===== src/logic/kbd_seg_pkg.sv =====
// shared widths, ps/2 scan codes and segment font; referenced by scoped name from rtl and testbench
package kbd_seg_pkg;

    // one scan code byte from the keyboard
    localparam int kb_width = 8;

    // display word, four make codes of eight bits
    localparam int seg_width = 32;

    // seven segments plus decimal point per digit
    localparam int digit_bits = 8;

    // break prefix, the byte after it is a release
    localparam logic [kb_width-1:0] code_break = 8'hF0;

    // extended key prefix
    localparam logic [kb_width-1:0] code_ext = 8'hE0;

    // hex nibble to active-low pattern, bit 7 is dp (kept dark), bits 6..0 are g..a
    function automatic logic [digit_bits-1:0] seg_font(input logic [3:0] nib);
        logic [6:0] lit;
        // active-high gfedcba first, inverted on return
        case (nib)
            4'h0: lit = 7'h3F;
            4'h1: lit = 7'h06;
            4'h2: lit = 7'h5B;
            4'h3: lit = 7'h4F;
            4'h4: lit = 7'h66;
            4'h5: lit = 7'h6D;
            4'h6: lit = 7'h7D;
            4'h7: lit = 7'h07;
            4'h8: lit = 7'h7F;
            4'h9: lit = 7'h6F;
            4'hA: lit = 7'h77;
            4'hB: lit = 7'h7C;
            4'hC: lit = 7'h39;
            4'hD: lit = 7'h5E;
            4'hE: lit = 7'h79;
            default: lit = 7'h71;
        endcase
        return {1'b1, ~lit};
    endfunction

endpackage


===== src/logic/kbd_seg_top.sv =====
// keyboard to display top level; ps/2 receiver feeds the key controller which drives leds and display
`timescale 1ns/1ps

module kbd_seg_top #(
    parameter int fifo_depth = 8,
    parameter int seg_div    = 4
) (
    input  logic                               clk200m,
    input  logic                               rst_n,
    input  logic                               ps2_clk,
    input  logic                               ps2_data,
    output logic [kbd_seg_pkg::kb_width-1:0]   leds,
    output logic                               seg_clk,
    output logic                               seg_clr_n,
    output logic                               seg_dout,
    output logic                               seg_en
);

    // queue head and handshake
    logic [kbd_seg_pkg::kb_width-1:0]  kb_data;
    logic                              kb_ready;
    logic                              rd_kb_n;

    // last four make codes
    logic [kbd_seg_pkg::seg_width-1:0] seg_wdata;

    ps2_kbd #(
        .fifo_depth (fifo_depth)
    ) u_ps2_kbd (
        .clk200m    (clk200m),
        .rst_n      (rst_n),
        .ps2_clk    (ps2_clk),
        .ps2_data   (ps2_data),
        .rd_kb_n    (rd_kb_n),
        .kb_data    (kb_data),
        .kb_ready   (kb_ready)
    );

    // stands where the cpu used to read the keyboard
    key_ctrl u_key_ctrl (
        .clk200m    (clk200m),
        .rst_n      (rst_n),
        .kb_data    (kb_data),
        .kb_ready   (kb_ready),
        .rd_kb_n    (rd_kb_n),
        .seg_wdata  (seg_wdata),
        .leds       (leds)
    );

    // free-running refresh, own prescaler
    seg_shift #(
        .seg_div    (seg_div)
    ) u_seg_shift (
        .clk200m    (clk200m),
        .rst_n      (rst_n),
        .seg_wdata  (seg_wdata),
        .seg_clk    (seg_clk),
        .seg_clr_n  (seg_clr_n),
        .seg_dout   (seg_dout),
        .seg_en     (seg_en)
    );

endmodule


===== src/logic/key_ctrl.sv =====
// key controller; drains the scan code queue, drops break and extended prefixes, keeps last four makes
`timescale 1ns/1ps

module key_ctrl (
    input  logic                               clk200m,
    input  logic                               rst_n,
    input  logic [kbd_seg_pkg::kb_width-1:0]   kb_data,
    input  logic                               kb_ready,
    output logic                               rd_kb_n,
    output logic [kbd_seg_pkg::seg_width-1:0]  seg_wdata,
    output logic [kbd_seg_pkg::kb_width-1:0]   leds
);

    // strobe issued last cycle
    logic rd_prev;
    // set by a break prefix, swallows the released key code
    logic skip;

    // strobe whenever a byte waits, at most every other cycle
    // so the queue head has settled after the previous pop
    assign rd_kb_n = ~(kb_ready & ~rd_prev);

    always_ff @(posedge clk200m or negedge rst_n) begin
        if (!rst_n) begin
            rd_prev <= 1'b0;
        end else begin
            rd_prev <= ~rd_kb_n;
        end
    end

    // byte is taken in the strobe cycle
    always_ff @(posedge clk200m or negedge rst_n) begin
        if (!rst_n) begin
            skip      <= 1'b0;
            seg_wdata <= '0;
        end else if (!rd_kb_n) begin
            if (skip) begin
                // released key, ignore and rearm
                skip <= 1'b0;
            end else if (kb_data == kbd_seg_pkg::code_break) begin
                skip <= 1'b1;
            end else if (kb_data == kbd_seg_pkg::code_ext) begin
                // prefix only, the code after it is a normal make
                skip <= 1'b0;
            end else begin
                // newest make code enters at the low byte
                seg_wdata <= {seg_wdata[kbd_seg_pkg::seg_width-kbd_seg_pkg::kb_width-1:0],
                              kb_data};
            end
        end
    end

    // leds follow the newest make code
    assign leds = seg_wdata[kbd_seg_pkg::kb_width-1:0];

endmodule


===== src/logic/ps2_kbd.sv =====
// ps/2 keyboard receiver; decodes 11-bit frames and queues good bytes for a strobed reader
`timescale 1ns/1ps

module ps2_kbd #(
    parameter int fifo_depth = 8
) (
    input  logic                               clk200m,
    input  logic                               rst_n,
    input  logic                               ps2_clk,
    input  logic                               ps2_data,
    input  logic                               rd_kb_n,
    output logic [kbd_seg_pkg::kb_width-1:0]   kb_data,
    output logic                               kb_ready
);

    // fifo_depth must be a power of two, at least 2
    localparam int ptr_w = $clog2(fifo_depth);

    // [0],[1] synchronizer stages, [2] previous synced level for edge detect
    logic [2:0]                             clk_sync;
    logic [1:0]                             data_sync;
    logic                                   ps2_fall;
    logic [3:0]                             bit_cnt;
    // start, d0..d7, parity in arrival order, lsb first
    logic [9:0]                             frame;
    logic                                   frame_ok;
    logic                                   push;
    logic                                   pop;
    logic [kbd_seg_pkg::kb_width-1:0]       mem [fifo_depth];
    logic [ptr_w-1:0]                       wr_ptr;
    logic [ptr_w-1:0]                       rd_ptr;
    logic [ptr_w:0]                         count;

    // lines idle high, so sync flops reset to one
    always_ff @(posedge clk200m or negedge rst_n) begin
        if (!rst_n) begin
            clk_sync  <= 3'b111;
            data_sync <= 2'b11;
        end else begin
            clk_sync  <= {clk_sync[1:0], ps2_clk};
            data_sync <= {data_sync[0], ps2_data};
        end
    end

    // keyboard drives data on its falling clock
    assign ps2_fall = clk_sync[2] & ~clk_sync[1];

    // bit position within the frame, 0..10
    always_ff @(posedge clk200m or negedge rst_n) begin
        if (!rst_n) begin
            bit_cnt <= '0;
        end else if (ps2_fall) begin
            if (bit_cnt == 4'd10) begin
                bit_cnt <= '0;
            end else begin
                bit_cnt <= bit_cnt + 4'd1;
            end
        end
    end

    // payload shift register
    always_ff @(posedge clk200m) begin
        if (ps2_fall) begin
            frame <= {data_sync[1], frame[9:1]};
        end
    end

    // start low, odd parity over data and parity bit, stop (current sample) high
    assign frame_ok = ~frame[0] & (^frame[9:1]) & data_sync[1];

    // store on the stop bit edge, drop bad frames and frames hitting a full queue
    assign push = ps2_fall && (bit_cnt == 4'd10) && frame_ok
                  && (count != (ptr_w + 1)'(fifo_depth));

    // reader may only strobe while a byte waits
    assign pop = ~rd_kb_n & kb_ready;

    always_ff @(posedge clk200m) begin
        if (push) begin
            mem[wr_ptr] <= frame[8:1];
        end
    end

    always_ff @(posedge clk200m or negedge rst_n) begin
        if (!rst_n) begin
            wr_ptr <= '0;
            rd_ptr <= '0;
            count  <= '0;
        end else begin
            if (push) begin
                wr_ptr <= wr_ptr + 1'b1;
            end
            if (pop) begin
                rd_ptr <= rd_ptr + 1'b1;
            end
            // net occupancy change
            case ({push, pop})
                2'b10:   count <= count + 1'b1;
                2'b01:   count <= count - 1'b1;
                default: count <= count;
            endcase
        end
    end

    // first word fall through, head always visible
    assign kb_data  = mem[rd_ptr];
    assign kb_ready = (count != '0);

endmodule


===== src/logic/seg_shift.sv =====
// serial segment driver; refreshes an eight-digit shift register display from a 32-bit word
`timescale 1ns/1ps

module seg_shift #(
    parameter int seg_div = 4
) (
    input  logic                               clk200m,
    input  logic                               rst_n,
    input  logic [kbd_seg_pkg::seg_width-1:0]  seg_wdata,
    output logic                               seg_clk,
    output logic                               seg_clr_n,
    output logic                               seg_dout,
    output logic                               seg_en
);

    // one digit per nibble
    localparam int digits  = kbd_seg_pkg::seg_width / 4;
    localparam int frame_w = digits * kbd_seg_pkg::digit_bits;
    localparam int bit_w   = $clog2(frame_w);
    localparam int div_w   = (seg_div > 1) ? $clog2(seg_div) : 1;

    logic [div_w-1:0]   div_cnt;
    logic               tick;
    logic [bit_w-1:0]   bit_cnt;
    logic [frame_w-1:0] frame_pat;
    // bits still to go, msb next
    logic [frame_w-1:0] shift_reg;

    // half period prescaler
    always_ff @(posedge clk200m or negedge rst_n) begin
        if (!rst_n) begin
            div_cnt <= '0;
        end else if (tick) begin
            div_cnt <= '0;
        end else begin
            div_cnt <= div_cnt + 1'b1;
        end
    end

    assign tick = (div_cnt == div_w'(seg_div - 1));

    // font lookup per nibble, digit 7 lands in the top byte
    always_comb begin
        for (int i = 0; i < digits; i++) begin
            frame_pat[i*kbd_seg_pkg::digit_bits +: kbd_seg_pkg::digit_bits] =
                kbd_seg_pkg::seg_font(seg_wdata[i*4 +: 4]);
        end
    end

    // seg_en low is the gap half period, clock high half holds data steady
    always_ff @(posedge clk200m or negedge rst_n) begin
        if (!rst_n) begin
            seg_clk  <= 1'b0;
            seg_en   <= 1'b0;
            seg_dout <= 1'b0;
            bit_cnt  <= '0;
        end else if (tick) begin
            if (!seg_en) begin
                // frame start, first bit goes out with the clock low
                seg_en   <= 1'b1;
                seg_clk  <= 1'b0;
                bit_cnt  <= '0;
                seg_dout <= frame_pat[frame_w-1];
            end else if (!seg_clk) begin
                // rising edge, display samples here
                seg_clk <= 1'b1;
            end else begin
                seg_clk <= 1'b0;
                if (bit_cnt == bit_w'(frame_w - 1)) begin
                    // last bit done, enter gap
                    seg_en   <= 1'b0;
                    seg_dout <= 1'b0;
                end else begin
                    bit_cnt  <= bit_cnt + 1'b1;
                    seg_dout <= shift_reg[frame_w-1];
                end
            end
        end
    end

    // word sampled once per frame
    always_ff @(posedge clk200m) begin
        if (tick) begin
            if (!seg_en) begin
                shift_reg <= {frame_pat[frame_w-2:0], 1'b0};
            end else if (seg_clk) begin
                shift_reg <= {shift_reg[frame_w-2:0], 1'b0};
            end
        end
    end

    // display clear follows system reset
    assign seg_clr_n = rst_n;

endmodule


===== config.mk =====
export PLATFORM = sky130hd
export DESIGN_NAME = kbd_seg_top
export DESIGN_NICKNAME = d
export VERILOG_FILES = /design/src/logic/kbd_seg_pkg.sv /design/src/logic/kbd_seg_top.sv /design/src/logic/key_ctrl.sv /design/src/logic/ps2_kbd.sv /design/src/logic/seg_shift.sv
export SDC_FILE = /design/constraint.sdc
export NUM_CORES = 1
export LEC_CHECK = 0
export CAP_MARGIN = 20
export CELL_PAD_IN_SITES_DETAIL_PLACEMENT = 1
export CELL_PAD_IN_SITES_GLOBAL_PLACEMENT = 1
export CORE_AREA = 3 3 125 248
export DETAILED_ROUTE_END_ITERATION = 16
export DIE_AREA = 0 0 128 251
export DONT_BUFFER_PORTS = 1
export PLACE_DENSITY = 0.53
export SLEW_MARGIN = 10
export SYNTH_ARGS = -nofsm -noshare
export SYNTH_HDL_FRONTEND = slang
export SYNTH_HIERARCHICAL = 1
export SYNTH_SLANG_ARGS = --single-unit

===== constraint.sdc =====
create_clock -name clk200m -period 6.3 [get_ports clk200m]
set_input_delay 0 -clock clk200m [delete_from_list [all_inputs] [get_ports clk200m]]
set_output_delay 0 -clock clk200m [all_outputs]
set_load 0.01 [all_outputs]

==> impl_metrics.ini <==
[critical_path]
crit_chain = buf_16 > mux4_2 > mux2_2 > nand4b_4 > o41a_1 > mux2_2
arrival_ps = 3560
slowest_delay_ps = 880
timing.critical_path.mode_cell = mux2_2
cp-start-kind = flop
slowest_stage = o41a_1
path_buf_inv = 1
worstPathMaxFanout = 17
crit_path_end_kind = flop
crit_family = multiplexers
required_ps = 6690
crit_type = flop to flop

[yosys]
syn_inst = 768
ys.flop_type = edfxtp_1
synth_seq_cells = 201
async_flop_share = 0.318
avgSynthCellArea_um2 = 13.3
ys_seq_area_frac = 0.560
synth_warnings = 6
syn-num-nets = 827
synth.distinct_cells = 63
synth-edff-count = 137
synth_area_um2 = 10200

[drt]
drc = 0
dr.pass1.iters = 4
drt_iter0_markers = 204
wire_per_inst_um = 19.2
drtAntennaViolNets = 0
post_drt_via_cell_ratio = 5.13
num_vias = 5779
drt-total-wl_mm = 21.6

[final_layout]
nets = 808
drive_above_1_share = 0.176
postLayoutCoreUtil = 0.379
diodes = 0
mostFrequentLayoutCell = edfxtp_1
layout.cells.non_filler = 1126
fillers = 3131
syn_to_final_growth_pct = 9.04
final_cell_mix = edfxtp_1, nand2_1, dfrtp_1
largest_reg_flops = 64

[die]
initial_core_util = 0.347
die_h_um = 251
std_cell_rows = 89
die_width_um = 128
core_um2 = 29400
die-area_um2 = 32100
pin_count = 16

[power_and_ir_drop]
irDropWorstVdd_mv = 0.226
powerDensity_nw_per_um2 = 349
power.share.clock = 0.311
sw_frac_of_total = 0.311
power_mw = 3.88
p_comb_frac = 0.227
p_sw_mw = 1.21
p_int_mw = 2.68
seqPwrFrac = 0.462
power_leakage_nw = 4.32

[sta]
max_freq_mhz = 315
rsz0062_at_grt = no
worst_clock_skew_ps = 11.1
hold_ws_ps = 5.61
hold_viol_final = 0
tightest_slew_ps = 1100
fin_crit_ps = 3170
slew-limit-headroom = 0.268
final.period_utilization = 0.503
report.final.setup_viol = 0
slew_violations = 0
tns_ps = 0

[placed_design]
place_congestion = 0.742
place.port_buffers = 0
hpwl_mm = 14.9
place_inst = 1085

[job]
cap_violations = 0

[global_route]
grt-ovfl-total = 0
antenna_found_initial = 1
grt_pass1_wl_mm = 35.3
grt_usage = 0.139
grt_pass1_vias = 6403
grt_start_max_net_pins = 68

[clocking]
cts.sinks = 201
numCtsBuffers = 20
clk_pin_slew_worst_paths_ps = 70
htreeDepth = 1
clkLatencyLatePin_ps = 500
clk_path_buf_depth = 3
clockRootBuffer = clkbuf_16
cts_tree = done
cts_setup_buffers = 0

[run_status]
status = finished clean

[min_path]
hold_class = primary input to output port
[cell usage after synthesis, drive strengths merged (2+ instances only)]
| cell type | number | area [um2] |
|---|---|---|
| edfxtp | 137 | 4110 |
| nand2 | 80 | 305 |
| dfrtp | 59 | 1480 |
| ha | 55 | 688 |
| mux2 | 54 | 646 |
| inv | 45 | 169 |
| buf | 42 | 274 |
| o21ai | 42 | 210 |
| nor2 | 27 | 101 |
| a21oi | 26 | 130 |
| mux4 | 23 | 518 |
| nand2b | 22 | 148 |
| mux2i | 17 | 183 |
| nor2b | 16 | 100 |
| a211oi | 9 | 67.6 |
| nor3 | 9 | 55.1 |
| o32a | 8 | 81.3 |
| a221oi | 7 | 61.3 |
| a32oi | 7 | 61.3 |
| clkbuf | 7 | 26.3 |
| xnor2 | 7 | 61.3 |
| xor2 | 7 | 61.3 |
| a22oi | 6 | 45.0 |
| or3b | 6 | 52.6 |
| a22o | 5 | 43.8 |
| dfstp | 5 | 131 |
| nand3 | 5 | 25.0 |
| a311oi | 3 | 26.3 |
| nand4b | 3 | 41.3 |
| nor3b | 3 | 33.8 |
| a21o | 2 | 15.0 |
| a31oi | 2 | 12.5 |
| a41oi | 2 | 17.5 |
| nand4 | 2 | 18.8 |
| nor4bb | 2 | 20.0 |
| or2 | 2 | 12.5 |
| or4 | 2 | 16.3 |
| or4b | 2 | 20.0 |
| xnor3 | 2 | 45.0 |
[metrics by stage]
step | instance area [um2] | setup WS [ps]
3_3_place_gp | 10400 | 2740
6_report | 11100 | 3130
3_5_place_dp | 10400 | 2650
4_1_cts | 11100 | 2630
5_1_grt | 11100 | 2970
2_1_floorplan | 10200 | 3400
[cell families (layout without fill, tap and decap cells)]
group / Yosys count / in the layout / synth area share
DFF: 201 / 201 / 0.560
xor gates and xnor gates: 16 / 16 / 0.0164
muxes: 94 / 94 / 0.132
buffers and inverters: 94 / 88 / 0.0459
AOI/OAI and AO/OA: 124 / 124 / 0.0829
adders and majority gates: 55 / 55 / 0.0674
and+or+nand+nor: 184 / 184 / 0.0952
[power groups by stage]
stage | logic [mW] | clock network (mW) | registers (mW)
final | 0.882 | 1.21 | 1.80
after global routing | 1.00 | 1.30 | 1.84
after CTS | 0.875 | 1.26 | 1.82
after detailed placement | 0.858 | 0 | 1.84
after global placement | 0.828 | 0 | 1.83
after floorplan | 0.881 | 0 | 1.64
[final timing paths]
check	from	endpoint	slack, ps	depth (start not counted)
setup / recovery	u_ps2_kbd/rd_ptr[0]	u_key_ctrl/seg_wdata[31]	3130	6
hold / removal	rst_n	seg_clr_n	6	0
setup reg to reg	u_ps2_kbd/rd_ptr[0]	u_key_ctrl/seg_wdata[31]	3130	6
hold reg to reg	u_ps2_kbd/data_sync[0]	u_ps2_kbd/data_sync[1]	360	0
max in group asynchronous	rst_n	u_ps2_kbd/clk_sync[0]	5890	2
min in group asynchronous	rst_n	u_key_ctrl/seg_wdata[10]	40	2
[cell type report]
class                           count  area [um2]  area share
Sequential cell                   201        5730       0.514
Multi-Input combinational cell    473        4020       0.361
Clock buffer                       24         537      0.0482
Tap cell                          364         455      0.0409
Inverter                           45         169      0.0152
Clock inverter                     11         115      0.0103
Timing Repair Buffer                8         111      0.0100
[routing by layer]
metal  global-route usage  vias to the layer above  share of wire
met4               0.0492                        0          0.030
met1                0.139                     2944           0.35
met3               0.0238                       35          0.033
li1                     -                     2760              -
met2                0.277                       40           0.58
met5                    0                        -              0
[repair_timing]
item,CTS,global route
hold buffers,4,0
resized for setup,0,0
hold endpoints to repair,66,0
Power figures use the tool's default switching activity.
